**src/icache_macros.svh**
```systemverilog
// Address split and line geometry constants for the instruction-cache bank
`ifndef ICACHE_MACROS_SVH
`define ICACHE_MACROS_SVH

// Byte address seen at the request port
`define ICACHE_ADDR_W 16

// Byte offset inside one line
`define ICACHE_OFFSET_W 4

// Set index and tag, tag takes the upper bits
`define ICACHE_INDEX_W 4
`define ICACHE_TAG_W (`ICACHE_ADDR_W - `ICACHE_INDEX_W - `ICACHE_OFFSET_W)

// Geometry derived from the split
`define ICACHE_SETS (1 << `ICACHE_INDEX_W)
`define ICACHE_LINE_BYTES (1 << `ICACHE_OFFSET_W)

`endif
```
**src/icache_pkg.sv**
```systemverilog
// Operation enum, request, response and tag-entry structs, byte and line types
`default_nettype none

`include "icache_macros.svh"

package icache_pkg;

    // Data granules
    typedef logic [7:0] byte_t;
    typedef byte_t [`ICACHE_LINE_BYTES-1:0] line_t;
    typedef logic [`ICACHE_LINE_BYTES-1:0] be_t;

    // Address fields
    typedef logic [`ICACHE_INDEX_W-1:0] index_t;
    typedef logic [`ICACHE_TAG_W-1:0] tag_t;

    // Request kinds on the single port
    typedef enum logic [1:0] {
        op_lookup = 2'd0,
        op_store  = 2'd1,
        op_refill = 2'd2,
        op_flush  = 2'd3
    } op_e;

    // One tag-store entry
    typedef struct packed {
        logic valid;
        tag_t tag;
    } tag_entry_t;

    // Incoming request, wdata and be only matter for store and refill
    typedef struct packed {
        op_e                       op;
        logic [`ICACHE_ADDR_W-1:0] addr;
        line_t                     wdata;
        be_t                       be;
    } req_t;

    // Response to lookup and store
    typedef struct packed {
        logic  hit;
        line_t line;
    } resp_t;

endpackage

`default_nettype wire

```
**src/icache_bank.sv**
```systemverilog
// Cache bank top connecting controller, tag store and line data store
`timescale 1ns/1ps
`default_nettype none

module icache_bank (
    input  logic               clk,
    input  logic               arst_n,

    input  logic               req_valid,
    input  icache_pkg::req_t   req,

    output logic               resp_valid,
    output icache_pkg::resp_t  resp
);

    import icache_pkg::*;

    // Read side
    logic       tag_rd_en;
    logic       data_rd_en;
    index_t     rd_index;
    tag_entry_t tag_entry;
    line_t      data_line;

    // Write side
    logic       tag_wr_en;
    tag_t       tag_wr;
    logic       data_wr_en;
    line_t      data_wr;
    be_t        data_be;
    index_t     wr_index;
    logic       flush_clear;

    icache_ctrl ctrl (
        .clk         ( clk         ),
        .arst_n      ( arst_n      ),
        .req_valid   ( req_valid   ),
        .req         ( req         ),
        .tag_rd_en   ( tag_rd_en   ),
        .data_rd_en  ( data_rd_en  ),
        .rd_index    ( rd_index    ),
        .tag_entry   ( tag_entry   ),
        .data_line   ( data_line   ),
        .tag_wr_en   ( tag_wr_en   ),
        .tag_wr      ( tag_wr      ),
        .data_wr_en  ( data_wr_en  ),
        .data_wr     ( data_wr     ),
        .data_be     ( data_be     ),
        .wr_index    ( wr_index    ),
        .flush_clear ( flush_clear ),
        .resp_valid  ( resp_valid  ),
        .resp        ( resp        )
    );

    icache_tag_ram tag_ram (
        .clk         ( clk         ),
        .arst_n      ( arst_n      ),
        .read_en     ( tag_rd_en   ),
        .read_addr   ( rd_index    ),
        .entry       ( tag_entry   ),
        .write_en    ( tag_wr_en   ),
        .write_addr  ( wr_index    ),
        .tag         ( tag_wr      ),
        .flush_clear ( flush_clear )
    );

    ram_ws_rs_data_scm data_ram (
        .clk        ( clk        ),
        .read_en    ( data_rd_en ),
        .read_addr  ( rd_index   ),
        .rdata      ( data_line  ),
        .write_en   ( data_wr_en ),
        .write_addr ( wr_index   ),
        .wdata      ( data_wr    ),
        .be         ( data_be    )
    );

endmodule

`default_nettype wire

```
**src/icache_ctrl.sv**
```systemverilog
// Stage-1 register, write forwarding, hit compare, write generation and response
`timescale 1ns/1ps
`default_nettype none

`include "icache_macros.svh"

module icache_ctrl (
    input  logic                     clk,
    input  logic                     arst_n,

    // Request port
    input  logic                     req_valid,
    input  icache_pkg::req_t         req,

    // Stage 0 reads
    output logic                     tag_rd_en,
    output logic                     data_rd_en,
    output icache_pkg::index_t       rd_index,

    // Stage 1 read results
    input  icache_pkg::tag_entry_t   tag_entry,
    input  icache_pkg::line_t        data_line,

    // Stage 1 writes
    output logic                     tag_wr_en,
    output icache_pkg::tag_t         tag_wr,
    output logic                     data_wr_en,
    output icache_pkg::line_t        data_wr,
    output icache_pkg::be_t          data_be,
    output icache_pkg::index_t       wr_index,
    output logic                     flush_clear,

    // Response port
    output logic                     resp_valid,
    output icache_pkg::resp_t        resp
);

    import icache_pkg::*;

    // Payload of the write issued last cycle
    typedef struct packed {
        index_t index;
        tag_t   tag;
        line_t  line;
        be_t    be;
    } wr_rec_t;

    localparam int unsigned idx_lo = `ICACHE_OFFSET_W;
    localparam int unsigned tag_lo = `ICACHE_OFFSET_W + `ICACHE_INDEX_W;

    logic       s1_valid_q;
    req_t       s1_req_q;
    index_t     s1_index;
    tag_t       s1_tag;

    logic       last_tag_wr_q;
    logic       last_data_wr_q;
    logic       last_flush_q;
    wr_rec_t    last_q;
    logic       same_index;

    tag_entry_t entry_m;
    line_t      line_m;
    logic       hit;

    // Stage 0, reads go out with the request index
    assign tag_rd_en  = req_valid;
    assign data_rd_en = req_valid;
    assign rd_index   = req.addr[idx_lo +: `ICACHE_INDEX_W];

    // Stage 1 register
    always_ff @(posedge clk or negedge arst_n) begin
        if (!arst_n) begin
            s1_valid_q <= 1'b0;
        end else begin
            s1_valid_q <= req_valid;
        end
    end

    always_ff @(posedge clk) begin
        if (req_valid) begin
            s1_req_q <= req;
        end
    end

    assign s1_index = s1_req_q.addr[idx_lo +: `ICACHE_INDEX_W];
    assign s1_tag   = s1_req_q.addr[tag_lo +: `ICACHE_TAG_W];

    // Record of last cycle's write, missed by this request's read
    always_ff @(posedge clk or negedge arst_n) begin
        if (!arst_n) begin
            last_tag_wr_q  <= 1'b0;
            last_data_wr_q <= 1'b0;
            last_flush_q   <= 1'b0;
        end else begin
            last_tag_wr_q  <= tag_wr_en;
            last_data_wr_q <= data_wr_en;
            last_flush_q   <= flush_clear;
        end
    end

    always_ff @(posedge clk) begin
        if (tag_wr_en || data_wr_en) begin
            last_q <= '{index: wr_index, tag: tag_wr, line: data_wr, be: data_be};
        end
    end

    assign same_index = (last_q.index == s1_index);

    // Forward the recorded write onto the read results
    always_comb begin
        entry_m = tag_entry;
        line_m  = data_line;
        // Flush hits every index
        if (last_flush_q) begin
            entry_m.valid = 1'b0;
        end
        if (last_tag_wr_q && same_index) begin
            entry_m.valid = 1'b1;
            entry_m.tag   = last_q.tag;
        end
        for (int i = 0; i < `ICACHE_LINE_BYTES; i++) begin
            if (last_data_wr_q && same_index && last_q.be[i]) begin
                line_m[i] = last_q.line[i];
            end
        end
    end

    assign hit = entry_m.valid && (entry_m.tag == s1_tag);

    // At most one write per request
    always_comb begin
        tag_wr_en   = 1'b0;
        data_wr_en  = 1'b0;
        flush_clear = 1'b0;
        tag_wr      = s1_tag;
        wr_index    = s1_index;
        data_wr     = s1_req_q.wdata;
        data_be     = s1_req_q.be;
        if (s1_valid_q) begin
            unique case (s1_req_q.op)
                op_refill: begin
                    tag_wr_en  = 1'b1;
                    data_wr_en = 1'b1;
                    data_be    = '1;
                end
                // Store only on a hit
                op_store:  data_wr_en  = hit;
                op_flush:  flush_clear = 1'b1;
                default:   ;
            endcase
        end
    end

    // Response for lookup and store only
    assign resp_valid = s1_valid_q &&
                        (s1_req_q.op == op_lookup || s1_req_q.op == op_store);

    // Store hit reports the line after the merge
    always_comb begin
        resp.hit  = hit;
        resp.line = line_m;
        if (s1_req_q.op == op_store && hit) begin
            for (int i = 0; i < `ICACHE_LINE_BYTES; i++) begin
                if (s1_req_q.be[i]) begin
                    resp.line[i] = s1_req_q.wdata[i];
                end
            end
        end
    end

endmodule

`default_nettype wire

```
**src/icache_tag_ram.sv**
```systemverilog
// Tag store with valid-bit vector, asynchronous reset and one-cycle flush clear
`timescale 1ns/1ps
`default_nettype none

`include "icache_macros.svh"

module icache_tag_ram (
    input  logic                     clk,
    input  logic                     arst_n,

    // Read port
    input  logic                     read_en,
    input  icache_pkg::index_t       read_addr,
    output icache_pkg::tag_entry_t   entry,

    // Write port, a write also marks the set valid
    input  logic                     write_en,
    input  icache_pkg::index_t       write_addr,
    input  icache_pkg::tag_t         tag,

    // Clears every valid bit at the next edge
    input  logic                     flush_clear
);

    import icache_pkg::*;

    logic [`ICACHE_SETS-1:0] valid_q;
    logic                    valid_rd_q;
    tag_t                    tag_rd;

    // Tag payload
    register_file_1r_1w #(
        .payload_t ( tag_t        ),
        .depth     ( `ICACHE_SETS )
    ) scm_tag (
        .clk        ( clk        ),
        .write_en   ( write_en   ),
        .write_addr ( write_addr ),
        .write_data ( tag        ),
        .read_en    ( read_en    ),
        .read_addr  ( read_addr  ),
        .read_data  ( tag_rd     )
    );

    // Valid vector
    // Write set comes last so it beats a same-cycle flush
    always_ff @(posedge clk or negedge arst_n) begin
        if (!arst_n) begin
            valid_q <= '0;
        end else begin
            if (flush_clear) begin
                valid_q <= '0;
            end
            if (write_en) begin
                valid_q[write_addr] <= 1'b1;
            end
        end
    end

    // Valid read registered next to the tag read
    always_ff @(posedge clk or negedge arst_n) begin
        if (!arst_n) begin
            valid_rd_q <= 1'b0;
        end else if (read_en) begin
            valid_rd_q <= valid_q[read_addr];
        end
    end

    assign entry = '{valid: valid_rd_q, tag: tag_rd};

endmodule

`default_nettype wire

```
**src/ram_ws_rs_data_scm.sv**
```systemverilog
// Line data store of per-byte register-file lanes with byte-enabled writes
`timescale 1ns/1ps
`default_nettype none

`include "icache_macros.svh"

module ram_ws_rs_data_scm (
    input  logic                clk,

    // Read port
    input  logic                read_en,
    input  icache_pkg::index_t  read_addr,
    output icache_pkg::line_t   rdata,

    // Write port
    input  logic                write_en,
    input  icache_pkg::index_t  write_addr,
    input  icache_pkg::line_t   wdata,
    input  icache_pkg::be_t     be
);

    import icache_pkg::*;

    // One lane per line byte
    // Each lane gated by its own enable bit
    for (genvar i = 0; i < `ICACHE_LINE_BYTES; i++) begin : g_lane
        register_file_1r_1w #(
            .payload_t ( byte_t       ),
            .depth     ( `ICACHE_SETS )
        ) scm_lane (
            .clk        ( clk                ),

            .write_en   ( write_en & be[i]   ),
            .write_addr ( write_addr         ),
            .write_data ( wdata[i]           ),

            // Lane outputs concatenate into the full line
            .read_en    ( read_en            ),
            .read_addr  ( read_addr          ),
            .read_data  ( rdata[i]           )
        );
    end

endmodule

`default_nettype wire

```
**src/register_file_1r_1w.sv**
```systemverilog
// Generic one-read one-write flop array with registered read port
`timescale 1ns/1ps
`default_nettype none

`include "icache_macros.svh"

module register_file_1r_1w #(
    parameter type         payload_t = icache_pkg::byte_t,
    parameter int unsigned depth     = `ICACHE_SETS
) (
    input  logic                clk,

    // Write port
    input  logic                write_en,
    input  icache_pkg::index_t  write_addr,
    input  payload_t            write_data,

    // Read port
    input  logic                read_en,
    input  icache_pkg::index_t  read_addr,
    output payload_t            read_data
);

    // Storage, no reset
    payload_t mem [depth];

    // Write lands at the clock edge
    always_ff @(posedge clk) begin
        if (write_en) begin
            mem[write_addr] <= write_data;
        end
    end

    // Registered read, same-cycle write to the same address gives old data
    // Output holds while read_en is low
    always_ff @(posedge clk) begin
        if (read_en) begin
            read_data <= mem[read_addr];
        end
    end

endmodule

`default_nettype wire

```
**config.mk**
```make
export PLATFORM = sky130hd
export DESIGN_NAME = icache_bank
export DESIGN_NICKNAME = d
export VERILOG_FILES = /design/src/icache_pkg.sv /design/src/icache_bank.sv /design/src/icache_ctrl.sv /design/src/icache_tag_ram.sv /design/src/ram_ws_rs_data_scm.sv /design/src/register_file_1r_1w.sv
export VERILOG_INCLUDE_DIRS = /design/src
export SDC_FILE = /design/constraint.sdc
export NUM_CORES = 2
export LEC_CHECK = 0
export ABC_CLOCK_PERIOD_IN_PS = 14700
export BUFFER_PORTS_ARGS = -buffer_cell sky130_fd_sc_hd__buf_2
export CORE_MARGIN = 4
export CORE_UTILIZATION = 60
export CTS_CLUSTER_DIAMETER = 200
export DETAILED_ROUTE_END_ITERATION = 10
export PLACE_DENSITY_LB_ADDON = 0.25
export SLEW_MARGIN = 20
export SYNTH_ARGS = -nofsm -noshare
export SYNTH_HDL_FRONTEND = slang
export SYNTH_SLANG_ARGS = --single-unit
```
**constraint.sdc**
```tcl
create_clock -name clk -period 14.7 [get_ports clk]
set_input_delay 0.735 -clock clk [delete_from_list [all_inputs] [get_ports clk]]
set_output_delay 0.735 -clock clk [all_outputs]
set_load 0.005 [all_outputs]
```
======== Yosys cells after proc, flatten, opt, wreduce, memory -nomap -nowiden ========
Memories as Yosys holds them, arrays and structs flattened. A register that Yosys moved wholly into a read port is not among the register bits.
Index checks and enable logic that the tools add are counted.
W data, S select, Z words.
word-level totals
  memory bits (read-only) ................. 0
  output and inout bits ................... 130
  latch bits .............................. 0
  bits of input ports ..................... 165
  logic and storage cells ................. 194
  register bits ........................... 339
  memories ................................ 17
  memory bits (writable) .................. 2176
memories
  name                              depth  width  rd ports  clocked after memory_dff  wr ports  RTL line                   text
  data_ram.g_lane[0].scm_lane.mem   16     8      1         1                         1         register_file_1r_1w.sv:25  payload_t mem [depth];
  data_ram.g_lane[10].scm_lane.mem  16     8      1         1                         1         register_file_1r_1w.sv:25
  data_ram.g_lane[11].scm_lane.mem  16     8      1         1                         1         register_file_1r_1w.sv:25
  data_ram.g_lane[12].scm_lane.mem  16     8      1         1                         1         register_file_1r_1w.sv:25
  data_ram.g_lane[13].scm_lane.mem  16     8      1         1                         1         register_file_1r_1w.sv:25
  data_ram.g_lane[14].scm_lane.mem  16     8      1         1                         1         register_file_1r_1w.sv:25
  +11 memories                      --     --     --        --                        --        --
operators by class
  reductions and logical operators ........ 25
  equal/unequal tests ..................... 5
  muxes and demuxes ....................... 83
  shifts and indexed selects .............. 0
  $add $sub $neg .......................... 0
  divide/modulo/power cells ............... 0
  order comparisons ....................... 3
  $mul .................................... 0
  bitwise operators ....................... 17
operator list
  kind                  count
  $mux W8               32
  $mux W128             1
  $mux W16              4
  $mux W1               42
  $logic_and A1 B1 Y1   22
  $and A1 B1 Y1         16
  $or A16 B16 Y16       1
  $lt A4 B5 Y1 const B  2
  $mux W9               1
  $eq A8 B8 Y1          1
  $bmux W1 S4           1
  $demux W1 S4          1
  $eq A2 B2 Y1 const B  2
  $eq A4 B4 Y1          1
  $ge A4 B1 Y1 const B  1
  $eq A2 B1 Y1 const B  1
  $logic_not A2 Y1      1
  $logic_or A1 B1 Y1    2
  $pmux W1 S2           1

======== Longest topological paths before layout ========
  depth after elaboration ................. 10
  gate-level depth with buffers ........... 10

======== Modules after synthesis ========
A second synthesis with hierarchy kept.
second synthesis, totals
  cells, all modules ...................... 4829
  area total of the unflattened synthesis .. 104615.3 um2
modules (own cells, without submodules)
  module               cells an instance  times used  area each (um2)
  register_file_1r_1w  229                17          5227.5
  icache_ctrl          848                1           14809.2
  icache_tag_ram       71                 1           812.0
  ram_ws_rs_data_scm   17                 1           126.4

======== Worst setup path after synthesis ========
Ideal clock, no wire load.
  path type ............................... flip-flop to flip-flop
  from .................................... register ctrl.s1_req_q, in the netlist ctrl.tag_wr[7]
  to ...................................... register ctrl.last_q[0] (netlist name), enable pin
  library setup time ...................... 0.522 ns
  slack ................................... 9.024 ns
  arrival ................................. 5.154 ns
  period minus slack after synthesis ...... 5.676 ns
  stages on the path, launching flop included .. 8
  required time ........................... 14.178 ns
  path through ............................ edfxtp_1 > xor2_1 > nor4_1 > o211ai_2 > a21oi_1 > nand4_2 > clkbuf_1 > nand2_1
on the way
  longest elaborated chain between the ends .. 5
ends and longest elaborated chain
  element                   RTL line            text
  start: declaration        icache_ctrl.sv:52   req_t s1_req_q;
  start signal: assignment  icache_ctrl.sv:82   s1_req_q <= req;
  $eq A8 B8 Y1              icache_ctrl.sv:129  assign hit = entry_m.valid && (entry_m.tag == s1_tag);
  $logic_and A1 B1 Y1       icache_ctrl.sv:129
  $pmux W1 S2               icache_ctrl.sv:141  unique case (s1_req_q.op)
  $mux W1                   icache_ctrl.sv:140  if (s1_valid_q) begin
  $logic_or A1 B1 Y1        icache_ctrl.sv:103  if (tag_wr_en || data_wr_en) begin
  end signal: assignment    icache_ctrl.sv:104  last_q <= '{index: wr_index, tag: tag_wr, line: data_wr, be: data_be};
  end: declaration          icache_ctrl.sv:59   wr_rec_t last_q;
Every way passes these cells.
A chain may end at the register's enable or synchronous reset.

======== Worst setup path in the final report ========
  from .................................... register ctrl.s1_req_q, in the netlist ctrl.wr_index[0]
  to ...................................... register ctrl.last_q[86] (netlist name), enable pin
on the way
  longest elaborated chain between the ends .. 8
ends and longest elaborated chain
  element                  RTL line            text
  $eq A4 B4 Y1 (*)         icache_ctrl.sv:108  assign same_index = (last_q.index == s1_index);
  $logic_and A1 B1 Y1 (*)  icache_ctrl.sv:118  if (last_tag_wr_q && same_index) begin
  $mux W9 (*)              icache_ctrl.sv:118
  $eq A8 B8 Y1             icache_ctrl.sv:129
  $logic_and A1 B1 Y1 (*)  icache_ctrl.sv:129
  $pmux W1 S2 (*)          icache_ctrl.sv:141
  $mux W1 (*)              icache_ctrl.sv:140
  $logic_or A1 B1 Y1 (*)   icache_ctrl.sv:103
Mark *: on every way between the ends. The rest lies on a longest branch, timed or not.

==> summary by stage <==
STA
The final-report setup violation count is 0. In the finished design, the share of the clock period the worst path needs comes to 0.383. The slew at the pin closest to its max-slew limit is 1.20 ns. The total count of hold-check failures in the final report is 0. The maximum clock rate is 178 MHz. In this run the tightest slew margin relative to its limit is 0.199. After layout, the minimum clock period comes to 5.63 ns. Setup repair after global routing left no endpoint under its margin. The max-slew violation count is 0.

The worst clock skew on the final layout is 0.0433 ns. Adding up every negative setup slack in the final design gives 0 ns.

Status
The run finished with clean final reports.

Worst hold path
The worst min-delay path class is in -> reg.

Detailed routing
The mean number of vias per cell is 6.47. The iteration count of the initial detailed-routing pass is 6. The total vias in the final route is 48.8k. Summed over all layers, the routed wires come to 234,000 um. The initial DRC count is 5,995. The count of unresolved DRC violations after routing is 0. The wire length per cell is 31.0 um.

The count of nets left with antenna violations once routing finished came out at 0.

Worst setup path
STA classifies the critical path startpoint as a flop. STA puts the critical path data arrival time at 6.14 ns. Traced cell by cell, the critical path runs through xnor2_2, and4_1, nand4_4, a21oi_1, nand4_4, nand2_4, buf_12, buf_12. Grouping stages by cell kind, the critical path spends the most delay in simple AND/OR/NAND/NOR gates.

The worst setup path is of the reg -> reg kind. The worst setup path is captured at a flop. In this run the worst path has a maximum fanout of 105.

On the worst path, the slowest cell contributes a delay of 0.85 ns. For this design, the slowest cell found on the critical path is nand2_4. Counting both buffers and inverters, the worst setup path holds a total of 2. Data on the critical path is required at its endpoint by 15.20 ns.

Die
From bottom edge to top edge, the die measures 422 um. The die outline area is 178,000 sq um. The count of standard-cell rows is 151.

For this design the top-level I/O count stands at 295. The effective utilization at floorplan is 0.605. The x dimension of the die is 422 um. The area of the placeable core is 170,000 sq um.

Power and ir drop
The leakage power figure is 0.0370 uW. In this run the power spent charging and discharging nets is 3330 uW. The highest ir drop seen on vdd is 0.119 mV.

Of the total power, the share spent switching nets is 0.208. The part of the total power dissipated in sequential elements is 0.542. The total power per unit cell area is 137 nW/um^2. Of the total power, combinational logic draws 0.045. The internal portion of the total power is 12,700 uW. The share of total power dissipated in the clock network is 0.414.

Clock tree
TritonCTS created 280 clock buffers. The clock insertion delay at the later pin of the skew report is 0.91 ns. The number of resized instances in the post-cts repair step is 0. CTS saw 2,647 sinks. The tree is rooted in a clkbuf_16. The post-CTS clock slew at the launch and capture registers of the worst setup and hold paths is 0.06 ns. The CTS tree is built. The maximum clock path buffer count is 4. The count of H-tree levels built during CTS is 5.

GRT
The global-route wire length before repair is 345,000 um. The via count of the first global-routing pass is 50.1k. For this run, the total global-route usage over all layers was measured as 0.266. The number of antenna violations at the first check in global routing is 9. The total global routing overflow is 0. Entering global routing, the biggest net connects 151 pins.

Synth
The post-synthesis net count is 4,796. In the synthesized netlist the dominant register cell turns out to be edfxtp_1. The cell count after synthesis is 4,627. The number of synthesis warnings is 0. The cell area that synthesis handed to floorplanning was 103,000 sq um. The average instance area after synthesis is 22.2 sq um. The proportion of register bits with asynchronous set or reset after synthesis is 0.00793. After synthesis the netlist holds a flip-flop and latch count of 2,647.

Of the synthesized area, sequential elements account for 0.772. The number of enable-type register cells in the synthesized netlist is 2,626. After synthesis, the netlist uses 41 different library cells.

Flow run
The max-capacitance violation count is 0.

Finish
The total number of nets in the final design is 5,289. The register area is 79,400 sq um. Summing all multi-input logic gate instances after layout gives 22,500 sq um.

The share of cells above drive strength 1 is 0.333. The fill cell instance count of the final layout is 10.1k. The final non-filler cell total is 7,532. From synthesis to final layout, the design area changed by 13.5%.

Placed design
The quantity of I/O buffers inserted on ports is 290. The count of placed standard cells including taps is 6,931. The half-perimeter wire length after placement is 135,000 um. Routability-driven placement finished with a final weighted congestion of 0.775.
==> worst paths after layout <==
kind | from | endpoint | slack (ns) | cells after the start
min in group asynchronous | arst_n | tag_ram.valid_rd_q$_DFFE_PN0P_ | 0.50 | 2
hold / removal | req[102] | ctrl.data_wr[86]$_DFFE_PP_ | 0.06 | 1
setup / recovery | ctrl.wr_index[0]$_DFFE_PP_ | ctrl.last_q[86]$_DFFE_PP_ | 9.07 | 8
hold reg to reg | tag_ram.valid_q[10]$_DFF_PN0_ | tag_ram.valid_q[10]$_DFF_PN0_ | 0.47 | 1
max in group asynchronous | arst_n | tag_ram.valid_q[11]$_DFF_PN0_ | 13.85 | 2
setup reg to reg | ctrl.wr_index[0]$_DFFE_PP_ | ctrl.last_q[86]$_DFFE_PP_ | 9.07 | 8
==> layer usage <==
| metal | wire length [um] | share of wire | track usage | vias up |
|---|---|---|---|---|
| li1 | - | - | - | 20300 |
| met1 | 90100 | 0.39 | 0.377 | 25600 |
| met2 | 114000 | 0.49 | 0.417 | 2348 |
| met3 | 19000 | 0.081 | 0.0470 | 514 |
| met4 | 10500 | 0.045 | 0.110 | 2 |
| met5 | 19 | 0.000081 | 0 | - |
==> sequential cells by signal, summed over array words and instances, names as in the netlist, 8 cells and up <==
name	cells
tag_ram.valid_q	16
ctrl.s1_req_q	18
ctrl.tag_wr	8
data_ram.g_lane.scm_lane.mem	2048
ctrl.last_q	156
data_ram.g_lane.scm_lane.read_data	128
tag_ram.scm_tag.read_data	8
ctrl.data_wr	128
tag_ram.scm_tag.mem	128
==> final cells by class <==
| class | instances | share of cell area |
|---|---|---|
| clock buffers | 348 | 0.0643 |
| well taps | 2218 | 0.0238 |
| clock inverters | 122 | 0.00857 |
| multi-input cells | 1694 | 0.193 |
| diodes | 6 | 0.000129 |
| flip-flops and latches | 2647 | 0.681 |
| inverters | 5 | 0.000161 |
| repair buffers | 492 | 0.0295 |
==> cell usage in the layout, fill, tap and decap left out, types with 56 or more instances in the layout <==
| cell | netlist | layout |
|---|---|---|
| clkbuf_1 | 170 | 56 |
| mux2_2 | 209 | 209 |
| nand2_1 | 286 | 284 |
| edfxtp_1 | 2626 | 2626 |
| dlygate4sd3_1 | 0 | 120 |
| buf_4 | 3 | 69 |
| a21oi_1 | 277 | 241 |
| buf_2 | 46 | 285 |
| clkbuf_16 | 0 | 290 |
| mux4_2 | 671 | 671 |
==> synth_stat cells, drive strengths merged (2+ instances only) <==
| cell type | instances | area share |
|---|---|---|
| a211oi | 17 | 0.0012 |
| a21o | 16 | 0.0012 |
| a21oi | 287 | 0.014 |
| a22oi | 3 | 0.00037 |
| and4 | 2 | 0.00017 |
| buf | 111 | 0.0052 |
| clkbuf | 170 | 0.0062 |
| dfrtp | 21 | 0.0051 |
| edfxtp | 2626 | 0.77 |
| ha | 4 | 0.00049 |
| inv | 5 | 0.00018 |
| mux2 | 257 | 0.030 |
| mux2i | 14 | 0.0014 |
| mux4 | 671 | 0.15 |
| nand2 | 296 | 0.011 |
| nand2b | 32 | 0.0019 |
| nand3 | 2 | 0.000097 |
| nand4 | 19 | 0.0027 |
| nor2 | 32 | 0.0014 |
| nor2b | 14 | 0.00085 |
| nor3 | 5 | 0.00024 |
| or2 | 3 | 0.00018 |
| xnor2 | 4 | 0.00049 |
| xor2 | 10 | 0.00085 |
==> logic make-up (layout without fill, tap and decap cells) <==
| family | Yosys count | in the layout | share of synthesized area |
|---|---|---|---|
| xor+xnor | 14 | 14 | 0.00134 |
| fa+ha+maj | 4 | 4 | 0.000487 |
| mux | 942 | 942 | 0.178 |
| compound gates | 325 | 325 | 0.0173 |
| other cells | 0 | 6 | 0 |
| simple gates | 409 | 409 | 0.0189 |
| flops | 2647 | 2647 | 0.772 |
| buf+inv | 286 | 967 | 0.0116 |
==> per-stage QoR <==
step                      setup slack (ns)  hold WS [ns]  utilization  total power, uW  cell area, sq um
final                                 9.07        0.0599        0.687            16000            117000
after floorplan                       9.02         0.439            -             9200            103000
after global placement                9.00         0.453        0.628             9500            107000
after global routing                  8.88        0.0252        0.687            16500            117000
after detailed placement              9.00         0.460        0.629             9530            107000
after CTS                             9.12       0.00210        0.686            16100            116000
==> timing repair <==
| item | CTS | global route |
|---|---|---|
| endpoints found under the hold margin | 140 | 0 |
| hold buffers | 120 | 0 |
| setup buffers | 0 | 0 |
==> power by group through the flow <==
stage                     logic [uW]  clock network, uW  registers [uW]
after global routing             758               7070            8710
after CTS                        719               6730            8690
final                            715               6630            8690
after detailed placement         689                  0            8840
after global placement           681                  0            8820
after floorplan                  445                  0            8760
Note: power is estimated with default switching activity, not from simulation.
